File: config.mk
export PLATFORM = sky130hd
export DESIGN_NAME = mc_cache_tile
export DESIGN_NICKNAME = d
export VERILOG_FILES = /design/src/logic/mc_cache_pkg.sv /design/src/logic/mc_cache_store.sv /design/src/logic/mc_cache_tile.sv /design/src/logic/mc_link_to_cache.sv /design/src/logic/mc_request_fifo.sv
export SDC_FILE = /design/constraint.sdc
export NUM_CORES = 2
export LEC_CHECK = 0
export ABC_AREA = 1
export BUFFER_PORTS_ARGS = -buffer_cell sky130_fd_sc_hd__buf_2
export CAP_MARGIN = 10
export CELL_PAD_IN_SITES_DETAIL_PLACEMENT = 0
export CELL_PAD_IN_SITES_GLOBAL_PLACEMENT = 1
export CORE_MARGIN = 2
export CORE_UTILIZATION = 52
export CTS_CLUSTER_DIAMETER = 50
export DETAILED_ROUTE_END_ITERATION = 6
export PLACE_DENSITY = 0.9
export SLEW_MARGIN = 20
export SYNTH_ARGS = -nofsm -noshare
export SYNTH_HDL_FRONTEND = slang
export SYNTH_HIERARCHICAL = 1
export SYNTH_SLANG_ARGS = --single-unit
File: constraint.sdc
create_clock -name clk_i -period 8.9 [get_ports clk_i]
set_input_delay 1.78 -clock clk_i [delete_from_list [all_inputs] [get_ports clk_i]]
set_output_delay 1.78 -clock clk_i [all_outputs]
set_load 0.02 [all_outputs]
File: src/logic/mc_cache_pkg.sv
`default_nettype none

package mc_cache_pkg;

  localparam int addr_width_gp = 12;
  localparam int data_width_gp = 32;
  localparam int cord_width_gp = 4;
  localparam int reg_id_width_gp = 5;
  localparam int mask_width_gp = data_width_gp / 8;
  // word address plus byte offset
  localparam int cache_addr_width_gp = addr_width_gp + $clog2(mask_width_gp);

  typedef enum logic [2:0] {
    e_mc_store,
    e_mc_sw,
    e_mc_load,
    e_mc_cache_op,
    e_mc_amoswap,
    e_mc_amoor
  } mc_op_e;

  typedef enum logic [1:0] {
    e_afl,
    e_aflinv,
    e_ainv
  } cache_op_e;

  typedef struct packed {
    logic icache_fetch;
    logic float_wb;
    logic is_byte_op;
    logic is_hex_op;
    logic is_unsigned_op;
    // byte select within the word
    logic [1:0] part_sel;
  } load_info_s;

  typedef struct packed {
    mc_op_e op;
    logic [addr_width_gp-1:0] addr;
    logic [data_width_gp-1:0] payload;
    logic [mask_width_gp-1:0] mask;
    logic [reg_id_width_gp-1:0] reg_id;
    cache_op_e cache_op;
    load_info_s load_info;
    logic [cord_width_gp-1:0] src_x;
    logic [cord_width_gp-1:0] src_y;
  } mc_request_s;

  typedef enum logic [1:0] {
    e_ret_credit,
    e_ret_int_wb,
    e_ret_float_wb,
    e_ret_ifetch
  } ret_type_e;

  typedef struct packed {
    ret_type_e pkt_type;
    logic [data_width_gp-1:0] data;
    logic [reg_id_width_gp-1:0] reg_id;
    logic [cord_width_gp-1:0] src_x;
    logic [cord_width_gp-1:0] src_y;
  } mc_return_s;

  typedef enum logic [3:0] {
    TAGST,
    TAGLA,
    TAGFL,
    SM,
    LB,
    LBU,
    LH,
    LHU,
    LW,
    AMOSWAP_W,
    AMOOR_W,
    AFL,
    AFLINV,
    AINV
  } cache_opcode_e;

  typedef struct packed {
    cache_opcode_e opcode;
    logic [cache_addr_width_gp-1:0] addr;
    logic [data_width_gp-1:0] data;
    logic [mask_width_gp-1:0] mask;
  } cache_pkt_s;

endpackage

`default_nettype wire

File: src/logic/mc_cache_store.sv
`timescale 1ns/1ps
`default_nettype none

module mc_cache_store #(
  parameter int sets_p = 4,
  parameter int ways_p = 2,
  parameter int block_size_in_words_p = 4
) (
  input  logic                                   clk_i,
  input  logic                                   reset_i,
  input  mc_cache_pkg::cache_pkt_s               pkt_i,
  input  logic                                   v_i,
  output logic                                   ready_o,
  output logic [mc_cache_pkg::data_width_gp-1:0] data_o,
  output logic                                   v_o,
  input  logic                                   yumi_i,
  output logic                                   v_we_o
);
  import mc_cache_pkg::*;

  localparam int byte_off_width_lp = $clog2(mask_width_gp);
  localparam int tag_els_lp = sets_p * ways_p;
  localparam int data_els_lp = tag_els_lp * block_size_in_words_p;
  localparam int lg_tag_els_lp = (tag_els_lp > 1) ? $clog2(tag_els_lp) : 1;
  localparam int lg_data_els_lp = (data_els_lp > 1) ? $clog2(data_els_lp) : 1;
  localparam int block_offset_width_lp = byte_off_width_lp + $clog2(block_size_in_words_p);

  logic [data_width_gp-1:0] data_mem [data_els_lp];
  logic [data_width_gp-1:0] tag_mem [tag_els_lp];

  logic tl_v_r, tv_v_r, tv_ready;
  cache_pkt_s tl_pkt_r;
  logic [data_width_gp-1:0] tv_data_r;

  logic [lg_data_els_lp-1:0] d_idx;
  logic [lg_tag_els_lp-1:0] t_idx;
  logic [byte_off_width_lp-1:0] byte_off;
  logic [data_width_gp-1:0] rd_word, wr_word, result;
  logic [7:0] ld_byte;
  logic [15:0] ld_half;
  logic data_we, tag_we;

  // verify stage frees up on yumi, lookup stage follows it
  assign tv_ready = ~tv_v_r | yumi_i;
  assign v_we_o = tl_v_r & tv_ready;
  assign ready_o = ~tl_v_r | v_we_o;
  assign v_o = tv_v_r;
  assign data_o = tv_data_r;

  assign d_idx = tl_pkt_r.addr[byte_off_width_lp+:lg_data_els_lp];
  assign t_idx = tl_pkt_r.addr[block_offset_width_lp+:lg_tag_els_lp];
  assign byte_off = tl_pkt_r.addr[byte_off_width_lp-1:0];
  assign rd_word = data_mem[d_idx];
  assign ld_byte = rd_word[{byte_off, 3'b000}+:8];
  assign ld_half = rd_word[{byte_off[1], 4'b0000}+:16];

  always_comb begin
    result = '0;
    wr_word = rd_word;
    data_we = 1'b0;
    tag_we = 1'b0;
    unique case (tl_pkt_r.opcode)
      LB: result = {{(data_width_gp-8){ld_byte[7]}}, ld_byte};
      LBU: result = {{(data_width_gp-8){1'b0}}, ld_byte};
      LH: result = {{(data_width_gp-16){ld_half[15]}}, ld_half};
      LHU: result = {{(data_width_gp-16){1'b0}}, ld_half};
      LW: result = rd_word;
      SM: begin
        data_we = 1'b1;
        for (int i = 0; i < mask_width_gp; i++) begin
          if (tl_pkt_r.mask[i]) begin
            wr_word[8*i+:8] = tl_pkt_r.data[8*i+:8];
          end
        end
      end
      AMOSWAP_W: begin
        result = rd_word;
        wr_word = tl_pkt_r.data;
        data_we = 1'b1;
      end
      AMOOR_W: begin
        result = rd_word;
        wr_word = rd_word | tl_pkt_r.data;
        data_we = 1'b1;
      end
      TAGST: tag_we = 1'b1;
      TAGLA: result = tag_mem[t_idx];
      // flush and invalidate only return a credit
      default: result = '0;
    endcase
  end

  always_ff @(posedge clk_i) begin
    if (ready_o & v_i) begin
      tl_pkt_r <= pkt_i;
    end
    if (v_we_o) begin
      tv_data_r <= result;
      if (data_we) begin
        data_mem[d_idx] <= wr_word;
      end
      if (tag_we) begin
        tag_mem[t_idx] <= tl_pkt_r.data;
      end
    end
  end

  always_ff @(posedge clk_i) begin
    if (reset_i) begin
      tl_v_r <= 1'b0;
      tv_v_r <= 1'b0;
    end else begin
      if (ready_o) begin
        tl_v_r <= v_i;
      end
      if (tv_ready) begin
        tv_v_r <= tl_v_r;
      end
    end
  end

endmodule

`default_nettype wire

File: src/logic/mc_cache_tile.sv
`timescale 1ns/1ps
`default_nettype none

module mc_cache_tile #(
  parameter int sets_p = 4,
  parameter int ways_p = 2,
  parameter int block_size_in_words_p = 4,
  parameter int fifo_els_p = 4
) (
  input  logic                      clk_i,
  input  logic                      reset_i,
  input  mc_cache_pkg::mc_request_s req_i,
  input  logic                      req_v_i,
  output logic                      req_ready_o,
  output mc_cache_pkg::mc_return_s  ret_o,
  output logic                      ret_v_o,
  input  logic                      ret_ready_i
);
  import mc_cache_pkg::*;

  mc_request_s fifo_data;
  logic fifo_v, fifo_yumi;

  cache_pkt_s cache_pkt;
  logic cache_pkt_v, cache_ready;
  logic [data_width_gp-1:0] cache_data;
  logic cache_v, cache_yumi, cache_v_we;

  mc_request_fifo #(
    .els_p(fifo_els_p)
  ) req_fifo (
    .clk_i(clk_i),
    .reset_i(reset_i),
    .data_i(req_i),
    .v_i(req_v_i),
    .ready_o(req_ready_o),
    .data_o(fifo_data),
    .v_o(fifo_v),
    .yumi_i(fifo_yumi)
  );

  mc_link_to_cache #(
    .sets_p(sets_p),
    .ways_p(ways_p),
    .block_size_in_words_p(block_size_in_words_p)
  ) link (
    .clk_i(clk_i),
    .reset_i(reset_i),
    .req_i(fifo_data),
    .req_v_i(fifo_v),
    .req_yumi_o(fifo_yumi),
    .cache_pkt_o(cache_pkt),
    .v_o(cache_pkt_v),
    .ready_i(cache_ready),
    .data_i(cache_data),
    .v_i(cache_v),
    .yumi_o(cache_yumi),
    .v_we_i(cache_v_we),
    .ret_o(ret_o),
    .ret_v_o(ret_v_o),
    .ret_ready_i(ret_ready_i)
  );

  mc_cache_store #(
    .sets_p(sets_p),
    .ways_p(ways_p),
    .block_size_in_words_p(block_size_in_words_p)
  ) cache (
    .clk_i(clk_i),
    .reset_i(reset_i),
    .pkt_i(cache_pkt),
    .v_i(cache_pkt_v),
    .ready_o(cache_ready),
    .data_o(cache_data),
    .v_o(cache_v),
    .yumi_i(cache_yumi),
    .v_we_o(cache_v_we)
  );

endmodule

`default_nettype wire

File: src/logic/mc_link_to_cache.sv
`timescale 1ns/1ps
`default_nettype none

module mc_link_to_cache #(
  parameter int sets_p = 4,
  parameter int ways_p = 2,
  parameter int block_size_in_words_p = 4
) (
  input  logic                                   clk_i,
  input  logic                                   reset_i,
  input  mc_cache_pkg::mc_request_s              req_i,
  input  logic                                   req_v_i,
  output logic                                   req_yumi_o,
  output mc_cache_pkg::cache_pkt_s               cache_pkt_o,
  output logic                                   v_o,
  input  logic                                   ready_i,
  input  logic [mc_cache_pkg::data_width_gp-1:0] data_i,
  input  logic                                   v_i,
  output logic                                   yumi_o,
  input  logic                                   v_we_i,
  output mc_cache_pkg::mc_return_s               ret_o,
  output logic                                   ret_v_o,
  input  logic                                   ret_ready_i
);
  import mc_cache_pkg::*;

  localparam int tag_total_lp = sets_p * ways_p;
  localparam int lg_tags_lp = (tag_total_lp > 1) ? $clog2(tag_total_lp) : 1;
  localparam int cnt_width_lp = $clog2(tag_total_lp + 1);
  localparam int block_offset_width_lp =
    $clog2(mask_width_gp) + $clog2(block_size_in_words_p);

  typedef enum logic [1:0] {
    RESET,
    CLEAR_TAG,
    READY
  } state_e;

  // who asked, per cache stage
  typedef struct packed {
    ret_type_e pkt_type;
    logic [reg_id_width_gp-1:0] reg_id;
    logic [cord_width_gp-1:0] src_x;
    logic [cord_width_gp-1:0] src_y;
  } track_s;

  state_e state_r, state_n;
  logic [cnt_width_lp-1:0] tagst_sent_r, tagst_sent_n;
  logic [cnt_width_lp-1:0] tagst_recv_r, tagst_recv_n;
  track_s tl_info_r, tv_info_r;
  ret_type_e ret_type;
  cache_opcode_e req_opcode;

  always_comb begin
    unique case (req_i.op)
      e_mc_load: begin
        if (req_i.load_info.icache_fetch) begin
          ret_type = e_ret_ifetch;
        end else if (req_i.load_info.float_wb) begin
          ret_type = e_ret_float_wb;
        end else begin
          ret_type = e_ret_int_wb;
        end
      end
      e_mc_amoswap, e_mc_amoor: ret_type = e_ret_int_wb;
      default: ret_type = e_ret_credit;
    endcase
  end

  // top address bit maps onto the tag memory
  always_comb begin
    if (req_i.addr[addr_width_gp-1]) begin
      case (req_i.op)
        e_mc_store, e_mc_sw: req_opcode = TAGST;
        e_mc_cache_op: req_opcode = TAGFL;
        default: req_opcode = TAGLA;
      endcase
    end else begin
      case (req_i.op)
        e_mc_store, e_mc_sw: req_opcode = SM;
        e_mc_amoswap: req_opcode = AMOSWAP_W;
        e_mc_amoor: req_opcode = AMOOR_W;
        e_mc_cache_op: begin
          case (req_i.cache_op)
            e_aflinv: req_opcode = AFLINV;
            e_ainv: req_opcode = AINV;
            default: req_opcode = AFL;
          endcase
        end
        e_mc_load: begin
          if (req_i.load_info.is_byte_op) begin
            req_opcode = req_i.load_info.is_unsigned_op ? LBU : LB;
          end else if (req_i.load_info.is_hex_op) begin
            req_opcode = req_i.load_info.is_unsigned_op ? LHU : LH;
          end else begin
            req_opcode = LW;
          end
        end
        default: req_opcode = AFL;
      endcase
    end
  end

  always_comb begin
    state_n = state_r;
    tagst_sent_n = tagst_sent_r;
    tagst_recv_n = tagst_recv_r;
    cache_pkt_o = '0;
    cache_pkt_o.opcode = TAGST;
    v_o = 1'b0;
    yumi_o = 1'b0;
    req_yumi_o = 1'b0;
    ret_v_o = 1'b0;

    case (state_r)
      RESET: begin
        state_n = CLEAR_TAG;
      end
      CLEAR_TAG: begin
        v_o = (tagst_sent_r != cnt_width_lp'(tag_total_lp));
        cache_pkt_o.addr[block_offset_width_lp+:lg_tags_lp] = tagst_sent_r[lg_tags_lp-1:0];
        if (v_o & ready_i) begin
          tagst_sent_n = tagst_sent_r + 1'b1;
        end
        // tag store answers carry nothing useful
        yumi_o = v_i;
        if (v_i) begin
          tagst_recv_n = tagst_recv_r + 1'b1;
        end
        if ((tagst_sent_r == cnt_width_lp'(tag_total_lp))
            && (tagst_recv_r == cnt_width_lp'(tag_total_lp))) begin
          state_n = READY;
        end
      end
      READY: begin
        v_o = req_v_i;
        req_yumi_o = req_v_i & ready_i;
        cache_pkt_o.opcode = req_opcode;
        cache_pkt_o.data = req_i.payload;
        cache_pkt_o.mask = (req_i.op == e_mc_sw) ? '1 : req_i.mask;
        cache_pkt_o.addr = {
          req_i.addr,
          (req_i.op == e_mc_load) ? req_i.load_info.part_sel : 2'b00
        };
        ret_v_o = v_i;
        yumi_o = v_i & ret_ready_i;
      end
      default: begin
        state_n = READY;
      end
    endcase
  end

  always_ff @(posedge clk_i) begin
    if (req_yumi_o) begin
      tl_info_r <= '{
        pkt_type: ret_type,
        reg_id: req_i.reg_id,
        src_x: req_i.src_x,
        src_y: req_i.src_y
      };
    end
    if (v_we_i) begin
      tv_info_r <= tl_info_r;
    end
  end

  assign ret_o = '{
    pkt_type: tv_info_r.pkt_type,
    data: data_i,
    reg_id: tv_info_r.reg_id,
    src_x: tv_info_r.src_x,
    src_y: tv_info_r.src_y
  };

  always_ff @(posedge clk_i) begin
    if (reset_i) begin
      state_r <= RESET;
      tagst_sent_r <= '0;
      tagst_recv_r <= '0;
    end else begin
      state_r <= state_n;
      tagst_sent_r <= tagst_sent_n;
      tagst_recv_r <= tagst_recv_n;
    end
  end

endmodule

`default_nettype wire

File: src/logic/mc_request_fifo.sv
`timescale 1ns/1ps
`default_nettype none

module mc_request_fifo #(
  parameter int els_p = 4
) (
  input  logic                      clk_i,
  input  logic                      reset_i,
  input  mc_cache_pkg::mc_request_s data_i,
  input  logic                      v_i,
  output logic                      ready_o,
  output mc_cache_pkg::mc_request_s data_o,
  output logic                      v_o,
  input  logic                      yumi_i
);
  import mc_cache_pkg::*;

  localparam int ptr_width_lp = (els_p > 1) ? $clog2(els_p) : 1;
  localparam int cnt_width_lp = $clog2(els_p + 1);

  mc_request_s mem [els_p];
  logic [ptr_width_lp-1:0] wr_ptr_r, rd_ptr_r;
  logic [cnt_width_lp-1:0] count_r;
  logic enq, deq;

  // a full buffer still takes a write when the head leaves
  assign ready_o = (count_r != cnt_width_lp'(els_p)) | yumi_i;
  assign v_o = (count_r != '0);
  assign data_o = mem[rd_ptr_r];

  assign enq = v_i & ready_o;
  assign deq = yumi_i;

  always_ff @(posedge clk_i) begin
    if (enq) begin
      mem[wr_ptr_r] <= data_i;
    end
  end

  always_ff @(posedge clk_i) begin
    if (reset_i) begin
      wr_ptr_r <= '0;
      rd_ptr_r <= '0;
      count_r <= '0;
    end else begin
      if (enq) begin
        wr_ptr_r <= (wr_ptr_r == ptr_width_lp'(els_p - 1)) ? '0 : wr_ptr_r + 1'b1;
      end
      if (deq) begin
        rd_ptr_r <= (rd_ptr_r == ptr_width_lp'(els_p - 1)) ? '0 : rd_ptr_r + 1'b1;
      end
      count_r <= count_r + cnt_width_lp'(enq) - cnt_width_lp'(deq);
    end
  end

endmodule

`default_nettype wire

### After elaboration in Yosys (flattened, before gate mapping)

Memory sizes are Yosys's and may differ from the RTL's. A register that Yosys moved wholly into a read port is not among the register bits.
Cells that the tools add are included.

* flip-flop bits (word level): 128
* RAM bits: 1572
* input bits: 77
* ROM bits: 0
* output and inout bits: 49
* word-level logic and storage cells: 125
* memories kept: 3
* bits in latches: 0

Memories
* cache.data_mem: depth 32, width 32, rd ports 1, clocked after Yosys merged registers in 0, wr ports 1, RTL line mc_cache_store.sv:28 `logic [data_width_gp-1:0] data_mem [data_els_lp];`
* req_fifo.mem: depth 4, width 73, rd ports 1, clocked after Yosys merged registers in 1, wr ports 1, RTL line mc_request_fifo.sv:21 `mc_request_s mem [els_p];`
* cache.tag_mem: depth 8, width 32, rd ports 1, clocked after Yosys merged registers in 1, wr ports 1, RTL line mc_cache_store.sv:29 `logic [data_width_gp-1:0] tag_mem [tag_els_lp];`

* shifts and indexed selects: 2
* bitwise operators: 13
* equal/unequal tests: 25
* divide/modulo/power cells: 0
* magnitude comparators: 0
* mux-type cells: 40
* multiply operators: 0
* reduce and logical (&&, ||, !) cells: 13
* $add $sub $neg: 6

Operators by type and width (count)
* 32-bit case mux with 6 select lines: 1
* 32-bit case mux with 3 select lines: 1
* 8-bit two-way mux: 4
* 32-bit OR: 1
* 32-bit by 6-bit indexed part select with 16-bit output: 1
* 32-bit by 6-bit indexed part select with 8-bit output: 1
* 4-bit == test, second input constant: 5
* 4-bit case mux with 5 select lines: 1
* 4-bit by 3-bit == test with 1-bit output, second input constant: 4
* 4-bit two-way mux: 4
* 1-bit two-way mux: 14
* 2-bit two-way mux: 7
* 3-bit case mux with 2 select lines: 2
* 4-bit by 1-bit adder with 4-bit output, second input constant: 2
* 2-bit == test, second input constant: 4
* 2-bit case mux with 2 select lines: 2
* 2-bit AND reduction: 4
* 1-bit bitwise AND: 6
* 3-bit by 2-bit == test with 1-bit output, second input constant: 2
* 3-bit == test, second input constant: 2
* 2-bit case mux with 3 select lines: 1
* 3-bit OR reduction: 2
* 2-bit by 1-bit adder with 2-bit output, second input constant: 2
* 2-bit by 1-bit == test with 1-bit output, second input constant: 2
* other kinds (18): 24

### Logic depth before layout (Yosys ltp)

* depth in word-level cells: 11
* gate-level depth with buffers: 23
* gate-level depth less buffers: 22

### By module

The synthesis kept the hierarchy.

By module, submodules not included
* mc_cache_store: instances 1, area an instance 54918.9 um2, sequential area each 40949.3 um2, cells an instance 4456
* mc_request_fifo: instances 1, area an instance 11309.6 um2, sequential area each 8948.6 um2, cells an instance 769
* mc_link_to_cache: instances 1, area an instance 2351.0 um2, sequential area each 1101.1 um2, cells an instance 283

### Least setup slack after synthesis

Ideal clock, no wire load.

* path type: input-to-reg
* start: input port ret_ready_i
* end: memory req_fifo/mem[0][0] (netlist bit), enable pin
* stages on the path: 10
* data required time: 8.395 ns
* slack: 1.734 ns
* buffers on the path: 0
* setup time: 0.505 ns
* data arrival time: 6.661 ns
* cells stage by stage: nand2_1 a21oi_1 inv_1 nand3_1 inv_1 nor2_1 nor2_1 nand2_1 nand2_1 nor2_1

* longest elaborated chain between the ends: 11

Ends and longest elaborated chain
* start: declaration: RTL line mc_cache_tile.sv:17 `input logic ret_ready_i`
* 1-bit bitwise AND: RTL line mc_link_to_cache.sv:146 `yumi_o = v_i & ret_ready_i;`
* 1-bit case mux with 2 select lines: RTL line mc_link_to_cache.sv:115 `case (state_r)`
* net cache_yumi: RTL line mc_cache_tile.sv:27 `logic cache_v, cache_yumi, cache_v_we;`
* 1-bit OR: RTL line mc_cache_store.sv:44 `assign tv_ready = ~tv_v_r | yumi_i;`
* 1-bit bitwise AND: RTL line mc_cache_store.sv:45 `assign v_we_o = tl_v_r & tv_ready;`
* 1-bit OR: RTL line mc_cache_store.sv:46 `assign ready_o = ~tl_v_r | v_we_o;`
* net cache_ready: RTL line mc_cache_tile.sv:25 `logic cache_pkt_v, cache_ready;`
* 1-bit bitwise AND: RTL line mc_link_to_cache.sv:137 `req_yumi_o = req_v_i & ready_i;`
* 1-bit two-way mux: RTL line mc_link_to_cache.sv:115
* net fifo_yumi: RTL line mc_cache_tile.sv:22 `logic fifo_v, fifo_yumi;`
* 1-bit OR: RTL line mc_request_fifo.sv:27 `assign ready_o = (count_r != cnt_width_lp'(els_p)) | yumi_i;`
* net req_ready_o: RTL line mc_cache_tile.sv:14 `output logic req_ready_o,`
* 1-bit bitwise AND: RTL line mc_request_fifo.sv:31 `assign enq = v_i & ready_o;`
* 1-bit two-way mux: RTL line mc_request_fifo.sv:35 `if (enq) begin`
* 1-bit two-way mux (not written as such): RTL line mc_request_fifo.sv:36 `mem[wr_ptr_r] <= data_i;`
* end: declaration: RTL line mc_request_fifo.sv:21

The timed path passes the listed nets, and every way through them passes these cells.

### Worst setup path in the final report

* start: register link.state_r[0]
* end: output port req_ready_o

* longest elaborated chain between the ends: 8
* elaborated cells between the ends (all ways): 9
* those cells by class: eq/ne: 2; mux: 2; bitwise: 5

Ends and longest elaborated chain
* start: declaration: RTL line mc_link_to_cache.sv:47 `state_e state_r, state_n;`
* start signal: assignment: RTL line mc_link_to_cache.sv:182 `state_r <= state_n;`
* 2-bit == test or 2-bit by 1-bit == test with 1-bit output (tied branches): RTL line mc_link_to_cache.sv:115
* 1-bit case mux with 2 select lines (*): RTL line mc_link_to_cache.sv:115
* net cache_yumi: RTL line mc_cache_tile.sv:27
* 1-bit OR (*): RTL line mc_cache_store.sv:44
* 1-bit bitwise AND (*): RTL line mc_cache_store.sv:45
* 1-bit OR (*): RTL line mc_cache_store.sv:46
* net cache_ready: RTL line mc_cache_tile.sv:25
* 1-bit bitwise AND (*): RTL line mc_link_to_cache.sv:137
* 1-bit two-way mux (*): RTL line mc_link_to_cache.sv:115
* net fifo_yumi: RTL line mc_cache_tile.sv:22
* 1-bit OR (*): RTL line mc_request_fifo.sv:27
* end: declaration: RTL line mc_cache_tile.sv:14

The timed path passes the listed nets; every way through them passes the cells marked *.

==> run metrics <==
status=finished clean; post-route ant nets=0; Worst Setup Path Type=flop to primary output; per-cell routed wire length=23.3 um; First-pass DRT Iterations=5; WL final=171 mm; clk slew on worst S/H paths=0.06 ns; Layout Skew=0.0366 ns; Die Span X=365 um; die area=133,000 sq um; Via Count=43.4k; initial antenna violation count=5; crit end category=primary output; TritonCTS clock tree=done; vias per std cell=5.90; IO Port Bufs=119; Critical Path AT=3.36 ns; Syn Nets=5,535; max-cap violations=0; vias in the first global route=41.3k; final instance area=74,900 sq um; Max Transition Viols Final=0; Rows=132; fin crit period=5.14 ns; Least-Margin Pin Slew=1.29 ns; Post-CTS Setup Bufs=0; Tightest Hold Check Type=flop to flop; Min Hold Slack=0.415 ns; syn_area_per_cell=12.4 sq um; pwr dens=336 nW/um^2; peak supply drop=0.000294 V; Worst-Skew Late Latency=0.81 ns; dpl ws=3.57 ns; final worst path period share=57.7%; Max Freq=195 MHz; nets@finish=5,572; setup ws final=3.76 ns; DRC=0; die height=365 um; first-pass GRT wire length=252 mm; Required @ worst endpoint=7.12 ns; gp weighted congestion=0.840; Initial Util=52.3%; layout cells sized above 1=9.81%; critical-path maximum fanout=42; Cells after Synth=5,442; TNS Setup=0 ns; Fin. Hold Viols=0; Total GRT Usage=25.5%; grt ovf=0; largest net degree at the start of global routing=202; core area=129,000 sq um; Leak=26.2 nW; Ys Warns=6; CTS resizes=0; CTS buffer count=169; area grow syn2layout=10.7%; mapped cell area=67,700 sq um; RSZ-0062 raised after global routing=no; Initial DRC Count=6,477; CTS sink cnt=1,683; hold_buf cts=0; Final HPWL DP=89.3 mm; Ports=126; # H-tree levels=4; Final setup violation count=0; Root Buffer=clkbuf_16; CTS Buffer Depth=3; CP Launch Type=flop; Slew HR=14.0%; placed cell area=69,500 sq um
==> layout make-up <==
cell class                 count  area, sq um
tap                         1742         2180
inverter                     101          417
fill                        9825        54400
clock inverter                97          872
antenna                       10         25.0
multi-input combinational   3291        15200
sequential                  1683        50300
clock buffer                 204         4400
timing repair buffer         233         1490
==> report_power, final <==
group          internal, mW  leakage, nW  switching [mW]
combinational          1.72         8.44            5.68
clock                  3.84         2.58            3.00
sequential             10.6         15.2           0.286
total                  16.2         26.2            8.96
==> flip-flops by register name (all words and copies together) (netlist names), 4 cells and up, named ones only <==
signal / cells
link/ret_o: 15
cache/tag_mem: 256
link/tl_info_r: 15
link/tagst_sent_r: 4
cache/data_o: 32
cache/data_mem: 1024
req_fifo/mem: 268
link/tagst_recv_r: 4
cache/tl_pkt_r: 40
cache/d_idx: 5
==> path summary, 6_finish.rpt <==
check	slack, ns	cells past startpoint	endpoint	start
worst min register to register	0.42	0	link/ret_o[46]	link/tl_info_r[14]
worst min-delay path	0.42	0	link/ret_o[46]	link/tl_info_r[14]
worst max-delay path	3.76	15	req_ready_o	link/state_r[0]
worst max register to register	4.31	17	req_fifo/mem[3][27]	link/state_r[0]
==> worst max-delay path, stage by stage, from the launching register on <==
cell,delay [ns]
dfxtp_1,0.33
inv_1,0.08
ha_1,0.14
buf_4,0.45
nand2_1,0.09
inv_1,0.09
nand2_1,0.06
a21oi_1,0.12
inv_1,0.07
nand3_1,0.19
inv_1,0.08
nor2_2,0.10
buf_4,0.31
nor2_1,0.09
nand2_1,0.16
buf_2,0.20
==> cell usage in the layout (no fill, tap or decap), types with 6 or more instances in the layout <==
cell and instances:
buf_4 111, o21ai_2 6, o221ai_1 41, o21ai_1 125, nor2_1 297, o211ai_1 16
o21ai_4 9, inv_16 6, o21ai_0 236, buf_2 119, inv_1 90, edfxtp_1 1657
nand3b_1 7, bufinv_16 10, clkbuf_16 171, dfxtp_1 19, nand2_1 1437, clkbuf_1 33
o22ai_1 95, diode_2 10, nand3_1 863, clkinv_2 24, ha_1 15, inv_6 8
a21oi_1 73, nor2_4 44, clkinv_1 41
==> stage by stage <==
stage | util [%] | instances | power [mW]
CTS | 57.9 | 7351 | 25.0
floorplan | - | 5442 | 16.0
finish | 57.9 | 7361 | 25.2
global route | 57.9 | 7356 | 26.2
detailed placement | 53.8 | 7050 | 18.3
global placement | 53.8 | 7050 | 18.1
==> layer usage <==
metal | up-vias | GRT usage (%) | part of all wire (%)
met3 | 396 | 5.31 | 10
met2 | 2339 | 40.1 | 47
met4 | 0 | 11.1 | 4.0
met5 | - | 0 | 0
li1 | 19500 | - | -
met1 | 21200 | 34.7 | 39
Power figures use the tool's default switching activity.
